<file path="config.mk">
export PLATFORM = sky130hd
export DESIGN_NAME = controlUnit
export DESIGN_NICKNAME = d
export VERILOG_FILES = /design/src/verilog/controlPkg.sv /design/src/verilog/instrDecoder.sv /design/src/verilog/exceptionTracker.sv /design/src/verilog/stepSequencer.sv /design/src/verilog/controlDecoder.sv /design/src/verilog/controlUnit.sv
export SDC_FILE = /design/constraint.sdc
export NUM_CORES = 1
export LEC_CHECK = 0
export ABC_AREA = 1
export BUFFER_PORTS_ARGS = -buffer_cell sky130_fd_sc_hd__buf_2
export CELL_PAD_IN_SITES_DETAIL_PLACEMENT = 1
export CELL_PAD_IN_SITES_GLOBAL_PLACEMENT = 1
export CORE_UTILIZATION = 38
export DETAILED_ROUTE_END_ITERATION = 7
export PLACE_DENSITY_LB_ADDON = 0.15
export REMOVE_ABC_BUFFERS = 1
export SYNTH_ARGS = -nofsm -noshare
export SYNTH_HDL_FRONTEND = slang
export SYNTH_SLANG_ARGS = --single-unit
export TNS_END_PERCENT = 50
</file>
<file path="constraint.sdc">
create_clock -name clk -period 4 [get_ports clk]
set_clock_uncertainty 0.2 [all_clocks]
set_input_delay 1.2 -clock clk [delete_from_list [all_inputs] [get_ports clk]]
set_output_delay 1.2 -clock clk [all_outputs]
set_load 0.05 [all_outputs]
</file>
<file path="src/verilog/controlPkg.sv">
package controlPkg;

  typedef enum logic [5:0] {
    rType  = 6'h00,
    opJ    = 6'h02,
    opJal  = 6'h03,
    opBeq  = 6'h04,
    opBne  = 6'h05,
    opAddi = 6'h08,
    opAddiu = 6'h09,
    opSlti = 6'h0A,
    opLui  = 6'h0F,
    opLw   = 6'h23,
    opSw   = 6'h2B
  } opcode_t;

  typedef enum logic [5:0] {
    fnAdd = 6'h20,
    fnSub = 6'h22,
    fnAnd = 6'h24,
    fnSlt = 6'h2A
  } funct_t;

  // Each funct and opcode variant has its own class so the ALU op follows from it
  typedef enum logic [3:0] {
    aluReg,        // add
    aluRegSub,
    aluRegAnd,
    aluRegSlt,
    aluImm,        // addi
    aluImmSlt,
    aluImmNoTrap,  // addiu
    lui,
    branch,        // beq
    branchNe,
    load,
    store,
    jump,
    jumpLink,
    undefined
  } instrClass_t;

  typedef enum logic [2:0] {
    resetPhase,
    fetch,
    execute,
    exception,
    waitMem
  } phase_t;

  typedef logic [3:0] step_t;

  typedef enum logic [3:0] {
    aluPassA = 4'h0,
    aluAdd   = 4'h1,
    aluSub   = 4'h2,
    aluAnd   = 4'h3,
    aluSlt   = 4'hA,
    aluBeq   = 4'hB,
    aluBne   = 4'hC,
    aluLui   = 4'hF
  } aluOp_t;

  typedef enum logic {causeOpcode, causeOverflow} excCause_t;
  typedef enum logic [1:0] {pcAluResult, pcAluOut, pcJumpTarget, pcExcVector} pcSrc_t;
  typedef enum logic {srcPc, srcRegA} aluSrcA_t;
  typedef enum logic [1:0] {srcRegB, srcFour, srcImm, srcBranchOffset} aluSrcB_t;
  typedef enum logic [1:0] {dstRt, dstRd, dstRa} regDst_t;
  typedef enum logic [1:0] {dataAluOut, dataMem, dataPc} rfData_t;
  typedef enum logic [1:0] {addrPc, addrAluOut, addrExc} memAddr_t;

  typedef struct packed {
    logic      pcWrite;
    logic      epcWrite;
    logic      memWrite;
    logic      irWrite;
    logic      aWrite;
    logic      bWrite;
    logic      aluOutWrite;
    logic      rfWrite;
    logic      mdrWrite;
    pcSrc_t    pcSrc;
    aluSrcA_t  aluSrcA;
    aluSrcB_t  aluSrcB;
    regDst_t   regDst;
    rfData_t   rfData;
    memAddr_t  memAddr;
    excCause_t excCause;
    aluOp_t    aluOp;
  } controlWord_t;

endpackage

</file>
<file path="src/verilog/instrDecoder.sv">
`timescale 1ns/1ps
module instrDecoder (
  input  logic                    clk,
  input  logic                    reset_in,
  input  controlPkg::opcode_t     opcode,
  input  controlPkg::funct_t      funct,
  input  logic                    decode,
  output controlPkg::instrClass_t instrClass
);
  controlPkg::instrClass_t nextClass;

  always_comb begin
    case (opcode)
      controlPkg::rType: begin
        case (funct)
          controlPkg::fnAdd: nextClass = controlPkg::aluReg;
          controlPkg::fnSub: nextClass = controlPkg::aluRegSub;
          controlPkg::fnAnd: nextClass = controlPkg::aluRegAnd;
          controlPkg::fnSlt: nextClass = controlPkg::aluRegSlt;
          default:           nextClass = controlPkg::undefined;  // Unknown funct
        endcase
      end
      controlPkg::opAddi:  nextClass = controlPkg::aluImm;
      controlPkg::opAddiu: nextClass = controlPkg::aluImmNoTrap;
      controlPkg::opSlti:  nextClass = controlPkg::aluImmSlt;
      controlPkg::opLui:   nextClass = controlPkg::lui;
      controlPkg::opBeq:   nextClass = controlPkg::branch;
      controlPkg::opBne:   nextClass = controlPkg::branchNe;
      controlPkg::opLw:    nextClass = controlPkg::load;
      controlPkg::opSw:    nextClass = controlPkg::store;
      controlPkg::opJ:     nextClass = controlPkg::jump;
      controlPkg::opJal:   nextClass = controlPkg::jumpLink;
      default:             nextClass = controlPkg::undefined;
    endcase
  end

  always_ff @(posedge clk) begin
    if (reset_in) begin
      instrClass <= controlPkg::undefined;
    end else if (decode) begin
      instrClass <= nextClass;  // Held until the next instruction
    end
  end

  // Decode is a single-cycle strobe from the sequencer
  decodeStrobe: assert property (@(posedge clk) disable iff (reset_in)
    decode |=> !decode);

endmodule

</file>
<file path="src/verilog/exceptionTracker.sv">
`timescale 1ns/1ps
module exceptionTracker (
  input  logic                    clk,
  input  logic                    reset_in,
  input  logic                    overflow,
  input  controlPkg::instrClass_t instrClass,
  input  logic                    decode,
  input  logic                    excTaken,
  output logic                    pending,
  output controlPkg::excCause_t   cause
);
  logic decodeQ;       // Class register holds the new instruction now
  logic opcodeFlag;
  logic overflowFlag;
  logic undefNew;
  logic overflowHit;

  assign undefNew    = decodeQ && (instrClass == controlPkg::undefined);
  assign overflowHit = overflow && (instrClass != controlPkg::aluImmNoTrap);  // addiu never traps

  always_ff @(posedge clk) begin
    if (reset_in) begin
      decodeQ      <= 1'b0;
      opcodeFlag   <= 1'b0;
      overflowFlag <= 1'b0;
      cause        <= controlPkg::causeOpcode;
    end else begin
      decodeQ <= decode;
      if (excTaken) begin
        opcodeFlag   <= 1'b0;
        overflowFlag <= 1'b0;
      end else begin
        if (undefNew) opcodeFlag <= 1'b1;
        if (overflowHit) overflowFlag <= 1'b1;  // Merges with a pending cause
      end
      // Cause stays valid through the EPC write after the flags clear
      if (undefNew) begin
        cause <= controlPkg::causeOpcode;
      end else if (overflowHit && !opcodeFlag) begin
        cause <= controlPkg::causeOverflow;
      end
    end
  end

  assign pending = opcodeFlag | overflowFlag;

  takenOnlyWhenPending: assert property (@(posedge clk) disable iff (reset_in)
    excTaken |-> pending);

endmodule

</file>
<file path="src/verilog/stepSequencer.sv">
`timescale 1ns/1ps
module stepSequencer (
  input  logic                    clk,
  input  logic                    reset_in,
  input  controlPkg::instrClass_t instrClass,
  input  logic                    pending,
  input  logic                    branchTaken,
  output controlPkg::phase_t      phase,
  output controlPkg::step_t       step,
  output logic                    decode,
  output logic                    excTaken,
  output logic                    datapathReset
);
  controlPkg::phase_t phaseReg;
  controlPkg::step_t  stepReg;
  controlPkg::step_t  execLen;  // Execute cycles after decode
  logic               trapEntry;
  logic               branchExit;

  always_comb begin
    case (instrClass)
      controlPkg::lui:                          execLen = 4'd4;
      controlPkg::load, controlPkg::store:      execLen = 4'd9;
      controlPkg::jumpLink:                     execLen = 4'd2;
      controlPkg::jump, controlPkg::undefined:  execLen = 4'd0;
      default:                                  execLen = 4'd5;  // ALU forms and taken branch
    endcase
  end

  assign trapEntry  = (phaseReg == controlPkg::fetch) && (stepReg == 4'd0) && pending;
  assign branchExit = (instrClass == controlPkg::branch || instrClass == controlPkg::branchNe) &&
                      (stepReg == 4'd2) && !branchTaken;

  always_ff @(posedge clk) begin
    if (reset_in) begin
      phaseReg <= controlPkg::resetPhase;
      stepReg  <= '0;
    end else begin
      stepReg <= stepReg + 4'd1;
      case (phaseReg)
        controlPkg::fetch: begin
          if (trapEntry) begin
            phaseReg <= controlPkg::exception;
            stepReg  <= '0;
          end else if (stepReg == 4'd2) begin
            // Class was loaded at step 1, so its length is known here
            phaseReg <= (execLen == 4'd0) ? controlPkg::fetch : controlPkg::execute;
            stepReg  <= '0;
          end
        end
        controlPkg::execute: begin
          if (branchExit || stepReg == execLen - 4'd1) begin
            phaseReg <= controlPkg::fetch;
            stepReg  <= '0;
          end
        end
        controlPkg::exception: begin
          if (stepReg == 4'd4) begin
            phaseReg <= controlPkg::waitMem;
            stepReg  <= '0;
          end
        end
        controlPkg::waitMem: begin
          if (stepReg == 4'd1) begin
            phaseReg <= controlPkg::fetch;  // Memory now holds the handler word
            stepReg  <= '0;
          end
        end
        default: begin
          phaseReg <= controlPkg::fetch;
          stepReg  <= '0;
        end
      endcase
    end
  end

  // A pending trap turns fetch step 0 into an idle cycle
  always_comb begin
    phase = phaseReg;
    if (trapEntry) begin
      phase = controlPkg::waitMem;
    end
  end

  assign step          = stepReg;
  assign decode        = (phaseReg == controlPkg::fetch) && (stepReg == 4'd1);
  assign excTaken      = (phaseReg == controlPkg::exception) && (stepReg == 4'd0);
  assign datapathReset = reset_in | (phaseReg == controlPkg::resetPhase);

  execStepInRange: assert property (@(posedge clk) disable iff (reset_in)
    phaseReg == controlPkg::execute |-> stepReg < execLen);

endmodule

</file>
<file path="src/verilog/controlDecoder.sv">
`timescale 1ns/1ps
module controlDecoder (
  input  controlPkg::phase_t       phase,
  input  controlPkg::step_t        step,
  input  controlPkg::instrClass_t  instrClass,
  input  controlPkg::excCause_t    cause,
  output controlPkg::controlWord_t ctrl
);
  controlPkg::aluOp_t classOp;
  logic               regForm;  // Second operand from rt register

  always_comb begin
    case (instrClass)
      controlPkg::aluRegSub:                        classOp = controlPkg::aluSub;
      controlPkg::aluRegAnd:                        classOp = controlPkg::aluAnd;
      controlPkg::aluRegSlt, controlPkg::aluImmSlt: classOp = controlPkg::aluSlt;
      controlPkg::branch:                           classOp = controlPkg::aluBeq;
      controlPkg::branchNe:                         classOp = controlPkg::aluBne;
      controlPkg::lui:                              classOp = controlPkg::aluLui;
      default:                                      classOp = controlPkg::aluAdd;
    endcase
  end

  assign regForm = instrClass inside {controlPkg::aluReg, controlPkg::aluRegSub,
                                      controlPkg::aluRegAnd, controlPkg::aluRegSlt};

  always_comb begin
    ctrl = '0;
    case (phase)
      controlPkg::fetch: begin
        if (step == 4'd0) begin
          ctrl.memAddr     = controlPkg::addrPc;
          ctrl.irWrite     = 1'b1;
          ctrl.aluSrcA     = controlPkg::srcPc;
          ctrl.aluSrcB     = controlPkg::srcFour;
          ctrl.aluOp       = controlPkg::aluAdd;  // PC + 4 into ALUOut
          ctrl.aluOutWrite = 1'b1;
        end else if (step == 4'd2) begin
          ctrl.pcWrite = 1'b1;
          if (instrClass == controlPkg::jump || instrClass == controlPkg::jumpLink) begin
            ctrl.pcSrc = controlPkg::pcJumpTarget;
          end else begin
            ctrl.pcSrc = controlPkg::pcAluOut;
          end
        end
      end
      controlPkg::execute: begin
        case (instrClass)
          controlPkg::aluReg, controlPkg::aluRegSub, controlPkg::aluRegAnd,
          controlPkg::aluRegSlt, controlPkg::aluImm, controlPkg::aluImmSlt,
          controlPkg::aluImmNoTrap: begin
            ctrl.aluSrcA = controlPkg::srcRegA;
            ctrl.aluOp   = classOp;
            ctrl.rfData  = controlPkg::dataAluOut;
            if (regForm) begin
              ctrl.aluSrcB = controlPkg::srcRegB;
              ctrl.regDst  = controlPkg::dstRd;
            end else begin
              ctrl.aluSrcB = controlPkg::srcImm;
              ctrl.regDst  = controlPkg::dstRt;
            end
            ctrl.aWrite      = (step == 4'd0);
            ctrl.bWrite      = (step == 4'd0) && regForm;
            ctrl.aluOutWrite = (step == 4'd1);  // Overflow shows up here
            ctrl.rfWrite     = (step == 4'd2);
          end
          controlPkg::lui: begin
            ctrl.aluSrcB     = controlPkg::srcImm;
            ctrl.aluOp       = classOp;
            ctrl.regDst      = controlPkg::dstRt;
            ctrl.aluOutWrite = (step == 4'd0);
            ctrl.rfWrite     = (step == 4'd2);
          end
          controlPkg::branch, controlPkg::branchNe: begin
            if (step < 4'd3) begin
              ctrl.aluSrcA = controlPkg::srcRegA;  // Compare held through step 2
              ctrl.aluSrcB = controlPkg::srcRegB;
              ctrl.aluOp   = classOp;
              ctrl.aWrite  = (step == 4'd0);
              ctrl.bWrite  = (step == 4'd0);
            end else begin
              ctrl.aluSrcA = controlPkg::srcPc;
              ctrl.aluSrcB = controlPkg::srcBranchOffset;
              ctrl.aluOp   = controlPkg::aluAdd;
              ctrl.pcSrc   = controlPkg::pcAluResult;
              ctrl.pcWrite = (step == 4'd3);
            end
          end
          controlPkg::load, controlPkg::store: begin
            ctrl.aluSrcA     = controlPkg::srcRegA;
            ctrl.aluSrcB     = controlPkg::srcImm;
            ctrl.aluOp       = controlPkg::aluAdd;
            ctrl.aWrite      = (step == 4'd0);
            ctrl.bWrite      = (step == 4'd0) && (instrClass == controlPkg::store);
            ctrl.aluOutWrite = (step == 4'd1);
            if (step >= 4'd2) ctrl.memAddr = controlPkg::addrAluOut;
            if (instrClass == controlPkg::load) begin
              ctrl.rfData   = controlPkg::dataMem;
              ctrl.regDst   = controlPkg::dstRt;
              ctrl.mdrWrite = (step == 4'd4);
              ctrl.rfWrite  = (step == 4'd6);
            end else begin
              ctrl.memWrite = (step == 4'd6) || (step == 4'd7);
            end
          end
          controlPkg::jumpLink: begin
            ctrl.regDst  = controlPkg::dstRa;
            ctrl.rfData  = controlPkg::dataPc;
            ctrl.rfWrite = (step == 4'd0);
          end
          default: ;
        endcase
      end
      controlPkg::exception: begin
        ctrl.excCause = cause;
        if (step < 4'd2) ctrl.memAddr = controlPkg::addrExc;  // Handler address lookup
        if (step == 4'd0) begin
          ctrl.aluSrcA     = controlPkg::srcPc;
          ctrl.aluSrcB     = controlPkg::srcFour;
          ctrl.aluOp       = controlPkg::aluSub;
          ctrl.aluOutWrite = 1'b1;
        end else if (step == 4'd2) begin
          ctrl.epcWrite = 1'b1;
          ctrl.pcWrite  = 1'b1;
          ctrl.pcSrc    = controlPkg::pcExcVector;
        end
      end
      default: ;  // Reset and memory wait are idle
    endcase
  end

endmodule

</file>
<file path="src/verilog/controlUnit.sv">
`timescale 1ns/1ps
module controlUnit (
  input  logic                     clk,
  input  logic                     reset_in,
  input  controlPkg::opcode_t      opcode,
  input  controlPkg::funct_t       funct,
  input  logic                     branchTaken,
  input  logic                     overflow,
  output controlPkg::controlWord_t ctrl,
  output logic                     datapathReset
);
  controlPkg::instrClass_t instrClass;
  controlPkg::phase_t      phase;
  controlPkg::step_t       step;
  controlPkg::excCause_t   cause;
  logic                    decode;
  logic                    excTaken;
  logic                    pending;

  instrDecoder i_instrDecoder (
    .clk(clk), .reset_in(reset_in), .opcode(opcode), .funct(funct),
    .decode(decode), .instrClass(instrClass)
  );

  exceptionTracker i_exceptionTracker (
    .clk(clk), .reset_in(reset_in), .overflow(overflow), .instrClass(instrClass),
    .decode(decode), .excTaken(excTaken), .pending(pending), .cause(cause)
  );

  stepSequencer i_stepSequencer (
    .clk(clk), .reset_in(reset_in), .instrClass(instrClass), .pending(pending),
    .branchTaken(branchTaken), .phase(phase), .step(step), .decode(decode),
    .excTaken(excTaken), .datapathReset(datapathReset)
  );

  controlDecoder i_controlDecoder (
    .phase(phase), .step(step), .instrClass(instrClass), .cause(cause), .ctrl(ctrl)
  );

endmodule

</file>
==> key figures, run 1 <==
Global routing
  – Initial antenna violation count: 0
  – Largest net degree at the start of global routing: 14
  – Gr usage total: 23.7%
  – Global-route wire length before repair: 8.00 mm
  – Grt ovf: 0
  – Vias in the first global route: 1792

Logic synthesis
  – Synth Area in Compound Gates: 18.5%
  – Yosys reg bits: 15
  – Average cell area after synthesis: 5.81 sq um
  – Post-synthesis cell type count: 35
  – Adder-cell share of the synthesized area: 4.03%
  – Combinational family with the most area after synthesis: simple AND/OR/NAND/NOR gates
  – Register area share after synthesis: 19.4%
  – Yosys warning count: 0
  – Largest area contributor in the netlist: dfxtp_1
  – Async SR Flop Fraction: 0%
  – Synthesized area: 0.00155 sq mm
  – Mux cell area share after synthesis: 0%
  – EDFF count, synth: 0
  – Commonest register cell after synthesis: dfxtp_1
  – Cell count after synthesis: 267
  – Post-synth top area share: 19.4%
  – Synth area leaders: dfxtp_1 (19%), nand2_1 (14%), nor2_1 (11%)
  – Post-Synth XOR/XNOR Area: 1.69%
  – Post-Synth Simple-Gate Area: 42.4%

Setup path
  – Worst-path maximum fanout: 6
  – Worst r2r src: i_instrDecoder.instrClass[2]
  – Reg2reg path depth: 14
  – Most frequent CP cell: inv_1
  – FF-to-FF setup slack: 1.39 ns
  – Slowest Stage Delay on Critical Path: 0.37 ns
  – Reg-to-reg endpoint: i_stepSequencer.phaseReg[1]
  – Crit path DAT: 2.18 ns
  – CP endpoint kind: output port
  – Crit Path Class: reg2out
  – CP Cell Sequence: inv_1, ha_1, inv_1, nor2_4, inv_1, nor2_1, inv_1, nor2_1, inv_1, o31ai_1, buf_2
  – Critical-path top delay cell: dfxtp_1
  – CP required: 2.60 ns
  – Worst setup SP type: flop

STA
  – Post-Route Hold Slack: 0.255 ns
  – Crit path time final: 3.58 ns
  – # setup viols final: 0
  – Max_slew headroom: 65.8%
  – Hold Vio Cnt, Final: 0
  – Max Clk Rate: 279 MHz
  – Worst-margin pin slew: 0.513 ns
  – RSZ-0062 raised after global routing: no
  – Final worst-path cycle share: 89.5%
  – Slew Limit Fails: 0

Job
  – Max Cap Viol: 0

Routing
  – WL per Instance: 13.3 um
  – Detail Route Antenna Nets: 0
  – Met2 wire length: 2.23 mm
  – Final wirelength: 4.72 mm
  – Drt pass-1 iters: 4
  – Initial drt markers: 133
  – DR WL met3: 197 um
  – Met1 WL: 2.25 mm
  – Vias per cell: 5.17
  – Vias: 1835
  – DRC: 0
  – Top layer in use: met4

Placed design
  – Final HPWL DP: 3.99 mm
  – Placed Instances: 351
  – Final GP Congestion: 0.836
  – Port-buffer cells: 41

Floorplanning
  – Placeable Area: 0.00380 sq mm
  – IO Pins: 42
  – Die Y: 65.9 um
  – DIE WIDTH: 65.9 um
  – Initial core utilization: 40.8%
  – Die area: 0.00434 sq mm
  – FP Rows: 22

Layout
  – Post-route insts no fill: 355
  – Most frequent cells in the layout: nand2_1 (56), nor2_1 (47), inv_1 (45)
  – # diodes: 0
  – Synthesis-to-layout area growth: 18.3%
  – Multi-input gate area: 0.00103 sq mm
  – # nets final: 329
  – Layout cells sized above 1: 20.8%
  – Most common cell after layout, fill and taps aside: nand2_1
  – Fillers: 593
  – Register Area: 300 sq um

Clocking
  – H-tree depth: 1
  – Worst skew pair latency: 0.25 ns
  – Number of buffers added for setup after CTS: 0
  – Clock buffer depth: 2
  – Hold buffers post-CTS: 0
  – CTS Sinks: 15
  – Clock transition at the registers of the reported paths: 0.06 ns
  – CTS buffer count: 3
  – CTS root buf: clkbuf_8
  – Post-cts gate resize count: 0
  – CTS tree: yes

Power
  – Leakage: 0.979 nW
  – Power Total: 0.879 mW
  – Peak VDD IR: 0.259 mV
  – PwrDens: 479 mW/mm^2

Worst hold path
  – Min-delay src: i_exceptionTracker.cause
  – Worst Hold Path EP: i_exceptionTracker.cause
  – Hold path cells: 2
  – HP Class: reg2reg

Status
  – Status: finished clean
-- where the power goes --
group | internal (mW) | switching, mW | leakage (nW)
Combinational | 0.144 | 0.397 | 0.831
Sequential | 0.175 | 0.0408 | 0.123
Clock | 0.0690 | 0.0543 | 0.0255
-- cell type report --
type	count	area share, %
Clock inverter	1	0.273
Clock buffer	3	2.25
Sequential cell	15	16.4
Multi-Input combinational cell	198	56.3
Inverter	48	9.95
Timing Repair Buffer	42	11.6
Tap cell	48	3.27
-- Yosys cell counts (all sizes together), types with 2 or more instances --
master and count:
a21oi 15, a31o 2, o211ai 5, dfxtp 15, inv 48, o21ai 16, buf 5, xor2 2
a31oi 2, o31ai 2, nor3 7, o311ai 2, nand4 5, nand3 20, nand2 59, ha 5
nor2 50
-- logic make-up (layout without fill, tap and decap cells) --
family,count (synthesis),count (layout)
buffers and inverters,54,94
flip-flops,15,15
AND/OR/NAND/NOR,143,143
XOR/XNOR,3,3
adder cells (fa/ha/maj),5,5
AO/OA/AOI/OAI,47,47
-- sequential cells by signal, indices dropped and copies added, names as in the netlist --
signal and count:
i_exceptionTracker.opcodeFlag 1, i_exceptionTracker.decodeQ 1, i_stepSequencer.phaseReg 3, i_stepSequencer.step 4
i_exceptionTracker.overflowFlag 1, i_instrDecoder.instrClass 4, i_exceptionTracker.cause 1
-- worst max-delay path, delay by kind of cell (launching register included) --
kind                     cells  cell delay (ns)
AO/OA/AOI/OAI                1             0.07
AND/OR/NAND/NOR              3             0.41
flip-flops                   1             0.37
buffers and inverters        6             0.80
adder cells (fa/ha/maj)      1             0.28
-- worst max-delay path by stage --
stage / to / slack, ns / start
final: ctrl[14] / 0.42 / i_stepSequencer.step[0]
after global routing: ctrl[15] / 0.21 / i_stepSequencer.step[0]
after CTS: ctrl[14] / 0.44 / i_stepSequencer.step[0]
after detailed placement: datapathReset / 0.66 / reset_in
after global placement: datapathReset / 0.69 / reset_in
after floorplan: ctrl[18] / -0.24 / i_stepSequencer.phaseReg[0]
-- layer usage --
metal  vias up  track usage (%)
met2        45             41.5
li1        942                -
met3         5             2.76
met5         -                0
met4         0             4.62
met1       843             30.8
-- through the flow --
stage,area (sq um),utilization [%],TNS (ns),setup WS [ns]
floorplan,1520,-,-0.241,-0.241
global placement,1790,47.1,0,0.689
detailed placement,1790,47.1,0,0.660
CTS,1840,48.3,0,0.445
global route,1840,48.3,0,0.214
finish,1840,48.3,0,0.420
(Power assumes the default switching activity.)
==> run 2, diff against run 1 <==
- CORE_UTILIZATION: 38 -> 39
- SYNTH_HIERARCHICAL: unset -> 1
==> run 2 against run 1 <==
  * Maximum frequency is 5.2% lower
  * Synthesized cell count is 24% higher
  * Sequential power is 2% lower
  * Largest cell class unchanged
  * Largest power group unchanged
  * Highest routed layer unchanged
==> key figures, run 2 <==
Placed design
  – Final HPWL DP: 4.49 mm (+12%)
  – Final GP Congestion: 0.871 (+4.2%)
  – Placed Instances: 425 (+21%)
  – Port-buffer cells: 41 (unchanged)

Clocking
  – Worst skew pair latency: 0.26 ns (about the same)
  – H-tree depth: 1 (unchanged)
  – CTS tree: yes
  – CTS Sinks: 15 (unchanged)
  – Hold buffers post-CTS: 0 (unchanged)
  – CTS buffer count: 3 (unchanged)
  – Clock buffer depth: 2 (unchanged)
  – Number of buffers added for setup after CTS: 0 (unchanged)
  – Clock transition at the registers of the reported paths: 0.07 ns (about the same)
  – CTS root buf: clkbuf_8

Setup path
  – Crit path from: i_stepSequencer/step[1]
  – Worst setup SP type: flop
  – Crit Path Class: reg2out
  – CP required: 2.60 ns (about the same)
  – Worst r2r src: i_instrDecoder/instrClass[1]
  – Reg-to-reg endpoint: i_stepSequencer/step[0]
  – Worst-path maximum fanout: 9 (+3)
  – Reg2reg path depth: 15 (+1)
  – CP endpoint kind: output port
  – FF-to-FF setup slack: 1.43 ns (+0.04 ns)
  – Crit path DAT: 2.38 ns (+0.20 ns)

Floorplanning
  – Placeable Area: 0.00438 sq mm (+15%)
  – Die Y: 69.9 um (+6.0%)
  – IO Pins: 42 (unchanged)
  – FP Rows: 24 (+9.1%)
  – Die area: 0.00488 sq mm (+12%)
  – Initial core utilization: 41.0% (+0.14 points)
  – DIE WIDTH: 69.9 um (+6.0%)

Layout
  – Most frequent cells in the layout: nand2_1 (95), nor2_1 (52), inv_1 (51)
  – Layout cells sized above 1: 21.8% (+0.90 points)
  – Multi-input gate area: 0.00126 sq mm (+22%)
  – Fillers: 680 (+15%)
  – Post-route insts no fill: 429 (+21%)
  – # diodes: 0 (unchanged)
  – Register Area: 303 sq um (+0.83%)
  – Most common cell after layout, fill and taps aside: nand2_1
  – # nets final: 399 (+21%)
  – Synthesis-to-layout area growth: 19.0%

Routing
  – Vias per cell: 4.97 (-3.9%)
  – DRC: 0 (unchanged)
  – Final wirelength: 5.40 mm (+14%)
  – WL per Instance: 12.6 um (-5.4%)
  – Vias: 2132 (+16%)
  – Initial drt markers: 52 (-61%)
  – Drt pass-1 iters: 4 (unchanged)
  – Detail Route Antenna Nets: 0 (unchanged)

Logic synthesis
  – Yosys reg bits: 15 (unchanged)
  – Synth area leaders: nand2_1 (20%), dfxtp_1 (17%), nor2_1 (11%)
  – Post-synthesis cell type count: 32 (-8.6%)
  – Post-synth top area share: 19.8% (+0.49 points)
  – Yosys warning count: 6 (+6)
  – Most numerous cell in the Yosys netlist: nand2_1
  – Average cell area after synthesis: 5.44 sq um (-6.3%)
  – Cell count after synthesis: 330 (+24%)
  – Commonest register cell after synthesis: dfxtp_1
  – Async SR Flop Fraction: 0% (unchanged)
  – Register area share after synthesis: 16.7% (-2.6 points)
  – Top post-synthesis cells by count: nand2_1 (95), nor2_1 (52), inv_1 (51)
  – Largest area contributor in the netlist: nand2_1
  – EDFF count, synth: 0 (unchanged)
  – Synthesized area: 0.00180 sq mm (+16%)

Power
  – Leakage: 1.20 nW (+22%)
  – Power Total: 0.889 mW (+1.1%)
  – PwrDens: 416 mW/mm^2 (-13%)
  – Peak VDD IR: 0.346 mV (+34%)

STA
  – Worst-margin pin slew: 0.545 ns (+0.0326 ns)
  – Max Clk Rate: 265 MHz (-5.2%)
  – # setup viols final: 0 (unchanged)
  – Hold Vio Cnt, Final: 0 (unchanged)
  – Crit path time final: 3.78 ns (+0.198 ns)
  – Slew Limit Fails: 0 (unchanged)
  – Post-Route Hold Slack: 0.255 ns (-0.000450 ns)
  – Final worst-path cycle share: 94.4% (+4.9 points)
  – Max_slew headroom: 63.6% (-2.2 points)

Global routing
  – Initial antenna violation count: 0 (unchanged)
  – Largest net degree at the start of global routing: 15 (+1)
  – Vias in the first global route: 2175 (+21%)
  – Grt ovf: 0 (unchanged)
  – Global-route wire length before repair: 9.65 mm (+21%)
  – Gr usage total: 23.7% (+0.056 points)

Worst hold path
  – Worst Hold Path EP: i_exceptionTracker/cause
  – Min-delay src: i_exceptionTracker/cause
  – Hold path cells: 2 (unchanged)
  – HP Class: reg2reg

Status
  – Status: finished clean

Job
  – Max Cap Viol: 0 (unchanged)
[run 2: cell type report]
class / instances / share of cell area (%)
Inverter: 56 / 9.83
Multi-Input combinational cell: 255 / 59.0
Timing Repair Buffer: 47 / 11.8
Tap cell: 52 / 3.04
Sequential cell: 15 / 14.2
Clock inverter: 1 / 0.234
Clock buffer: 3 / 1.93
[run 2: critical path, stage by stage, from the launching register on]
cell     delay [ns]
dfxtp_2        0.44
inv_1          0.09
ha_1           0.21
nand3_1        0.20
o21ai_0        0.15
inv_1          0.15
nand3_2        0.16
nor2_1         0.13
nand2_1        0.06
o21ai_0        0.22
buf_2          0.31
[run 2: worst max path at each step]
stage                     to  cells past startpoint
floorplan           ctrl[16]                      7
finish              ctrl[18]                     10
CTS                  ctrl[2]                      9
global placement     ctrl[2]                      9
global route        ctrl[18]                     10
detailed placement   ctrl[2]                      9
[run 2: metal layers]
| metal | vias to the layer above | GRT usage [%] | share of wire, % |
|---|---|---|---|
| met5 | - | 0 | 0 |
| met4 | 0 | 8.44 | 2.9 |
| met3 | 15 | 2.02 | 3.5 |
| met2 | 55 | 38.8 | 43 |
| met1 | 937 | 32.6 | 51 |
| li1 | 1125 | - | - |
[run 2: what timing repair did]
action                     CTS  global route
setup endpoints to repair    0            20
gates resized for setup      0             5
hold endpoints to repair     0             0
[run 2: cell families (layout without fill, tap and decap cells)]
| family | Yosys count | in the layout | synth area share (%) |
|---|---|---|---|
| AO/OA/AOI/OAI | 33 | 33 | 11.2 |
| XOR/XNOR | 3 | 3 | 1.46 |
| adder cells (fa/ha/maj) | 5 | 5 | 3.48 |
| buffers and inverters | 60 | 107 | 13.6 |
| flip-flops | 15 | 15 | 16.7 |
| AND/OR/NAND/NOR | 214 | 214 | 53.6 |
[run 2: power breakdown]
group / internal [mW] / switching, mW
clock: 0.0692 / 0.0612
combinational: 0.154 / 0.394
sequential: 0.174 / 0.0371
total: 0.397 / 0.492
[run 2: per-stage QoR]
stage | util [%] | setup TNS, ns | cell area [sq um] | worst slack [ns]
2_1_floorplan | - | -0.712 | 1760 | -0.332
3_3_place_gp | 47.4 | 0 | 2080 | 0.444
3_5_place_dp | 47.4 | 0 | 2080 | 0.291
4_1_cts | 48.5 | 0 | 2120 | 0.0149
5_1_grt | 48.8 | -0.0157 | 2140 | -0.0157
6_report | 48.8 | 0 | 2140 | 0.222
==> run 3, diff against run 2 <==
- GPL_TIMING_DRIVEN: unset -> 0
==> run 3 against run 2 <==
  * Global-route usage fell by 1.1 points
  * Final area fell by 1.5%
  * Via count rose by 0.66%
  * Clock power fell by 5%
  * Register-to-register slack got worse by 0.10 ns
  * Cell count fell by 1.4%
  * First-iteration DRC count rose by 48%
  * Largest cell class unchanged
==> key figures, run 3 (synthesis gave the netlist of run 2 again) <==
Floorplanning
  – IO Pins: 42 (unchanged)
  – Die area: 0.00488 sq mm (unchanged)
  – FP Rows: 24 (unchanged)
  – Die Y: 69.9 um (unchanged)
  – Initial core utilization: 41.0% (unchanged)
  – Placeable Area: 0.00438 sq mm (unchanged)
  – DIE WIDTH: 69.9 um (unchanged)

Layout
  – Multi-input gate area: 0.00128 sq mm (+1.3%)
  – Synthesis-to-layout area growth: 17.2%
  – # nets final: 393 (-1.5%)
  – # diodes: 0 (unchanged)
  – Fillers: 670 (-1.5%)
  – Most common cell after layout, fill and taps aside: nand2_1
  – Most frequent cells in the layout: nand2_1 (95), nor2_1 (51), inv_1 (51)
  – Register Area: 303 sq um (unchanged)
  – Final core utilization: 48.0% (-0.74 points)
  – Design area: 0.00211 sq mm (-1.5%)
  – Layout cells sized above 1: 20.8% (-1.0 points)
  – Post-route insts no fill: 423 (-1.4%)

STA
  – Hold Vio Cnt, Final: 0 (unchanged)
  – RSZ-0062 raised after global routing: no
  – Max Clk Rate: 262 MHz (-1.0%)
  – Slew Limit Fails: 0 (unchanged)
  – # setup viols final: 0 (unchanged)
  – Max_slew headroom: 53.2% (-10 points)
  – Worst-margin pin slew: 0.701 ns (+0.155 ns)
  – Crit path time final: 3.82 ns (+0.0394 ns)
  – Final worst-path cycle share: 95.4% (+0.98 points)
  – Post-Route Hold Slack: 0.259 ns (+0.00382 ns)

Routing
  – Vias: 2146 (+0.66%)
  – Detail Route Antenna Nets: 0 (unchanged)
  – Initial drt markers: 77 (+48%)
  – Final wirelength: 5.29 mm (-2.1%)
  – Vias per cell: 5.07 (+2.1%)
  – Drt pass-1 iters: 4 (unchanged)
  – DRC: 0 (unchanged)
  – WL per Instance: 12.5 um (-0.67%)

Clocking
  – CTS tree: yes
  – Worst skew pair latency: 0.25 ns (about the same)
  – Post-cts gate resize count: 2 (+2)
  – H-tree depth: 1 (unchanged)
  – CTS root buf: clkbuf_8
  – CTS Sinks: 15 (unchanged)
  – Hold buffers post-CTS: 0 (unchanged)
  – CTS buffer count: 3 (unchanged)
  – Clock buffer depth: 2 (unchanged)
  – Number of buffers added for setup after CTS: 0 (unchanged)
  – Clock transition at the registers of the reported paths: 0.06 ns (about the same)

Setup path
  – Worst-path maximum fanout: 12 (+3)
  – Crit path DAT: 2.42 ns (+0.04 ns)
  – Crit Path Class: reg2out
  – Worst setup SP type: flop
  – CP required: 2.60 ns (about the same)
  – CP endpoint kind: output port

Global routing
  – Gr usage total: 22.6% (-1.1 points)
  – Largest net degree at the start of global routing: 18 (+3)
  – Global-route wire length before repair: 9.14 mm (-5.4%)
  – Vias in the first global route: 2043 (-6.1%)
  – Initial antenna violation count: 0 (unchanged)
  – Grt ovf: 0 (unchanged)

Job
  – Max Cap Viol: 0 (unchanged)

Power
  – Combinational share of power: 61.1% (-0.6 points)
  – Sw frac: 55.1% (-0.23 points)
  – Peak VDD IR: 0.310 mV (-10%)
  – Proportion of power drawn by the clock network: 14.0% (-0.7 points)
  – PwrDens: 418 mW/mm^2 (+0.55%)
  – Switching Power: 0.486 mW (-1.4%)
  – Seq pwr share: 25.0% (+1.3 points)
  – Power Total: 0.881 mW (-0.98%)
  – Leakage: 1.17 nW (-2.4%)
  – Internal: 0.395 mW (-0.45%)

Worst hold path
  – HP Class: reg2reg

Placed design
  – Placed Instances: 419 (-1.4%)
  – Final GP Congestion: 0.848 (-2.6%)
  – Port-buffer cells: 41 (unchanged)
  – Final HPWL DP: 4.23 mm (-5.6%)
  – DP Area: 0.00203 sq mm (-2.2%)

Status
  – Status: finished clean
[run 3: changes by cell type in the layout (fill, tap and decap cells not counted), sizes merged]
cell	before	now
buf	46	41
clkinv	3	2
[run 3: metrics by stage]
stage	setup WS, ns	TNS (ns)
3_3_place_gp	0.0868	0
4_1_cts	0.0219	0
5_1_grt	0.0133	0
3_5_place_dp	0.0196	0
6_report	0.183	0
2_1_floorplan	-0.332	-0.712
[run 3: layout make-up]
cell class | count | area share (%)
clock buffers | 4 | 2.14
inverters | 56 | 9.98
multi-input cells | 255 | 60.7
repair buffers | 41 | 9.74
flip-flops and latches | 15 | 14.4
well taps | 52 | 3.09
[run 3: routing by layer]
layer | GRT usage, % | routed length [um] | vias to the layer above
li1 | - | - | 1118
met1 | 29.2 | 2570 | 988
met2 | 39.6 | 2540 | 32
met3 | 1.59 | 94 | 8
met4 | 7.78 | 82 | 0
met5 | 0 | 0 | -
[run 3: critical path, cell delays in order, from the launching register on]
cell      delay [ns]
dfxtp_2         0.43
inv_1           0.11
ha_1            0.23
nand3_1         0.21
o21ai_0         0.17
inv_1           0.19
nand3_4         0.17
a21oi_2         0.22
a21boi_1        0.18
buf_2           0.28
[run 3: final timing paths]
kind / to / startpoint / slack, ns / depth (start not counted)
worst max-delay path: ctrl[2] / i_stepSequencer/step[0] / 0.18 / 9
worst min-delay path: i_exceptionTracker/cause / i_exceptionTracker/cause / 0.26 / 2
worst max register to register: i_stepSequencer/step[0] / i_instrDecoder/instrClass[1] / 1.33 / 14
worst min register to register: i_exceptionTracker/cause / i_exceptionTracker/cause / 0.26 / 2
[run 3: power groups by stage]
stage	registers (mW)	logic [mW]	clock network, mW
floorplan	0.204	0.414	0
global placement	0.217	0.510	0
detailed placement	0.218	0.523	0
CTS	0.216	0.529	0.130
global route	0.225	0.593	0.134
finish	0.220	0.538	0.123
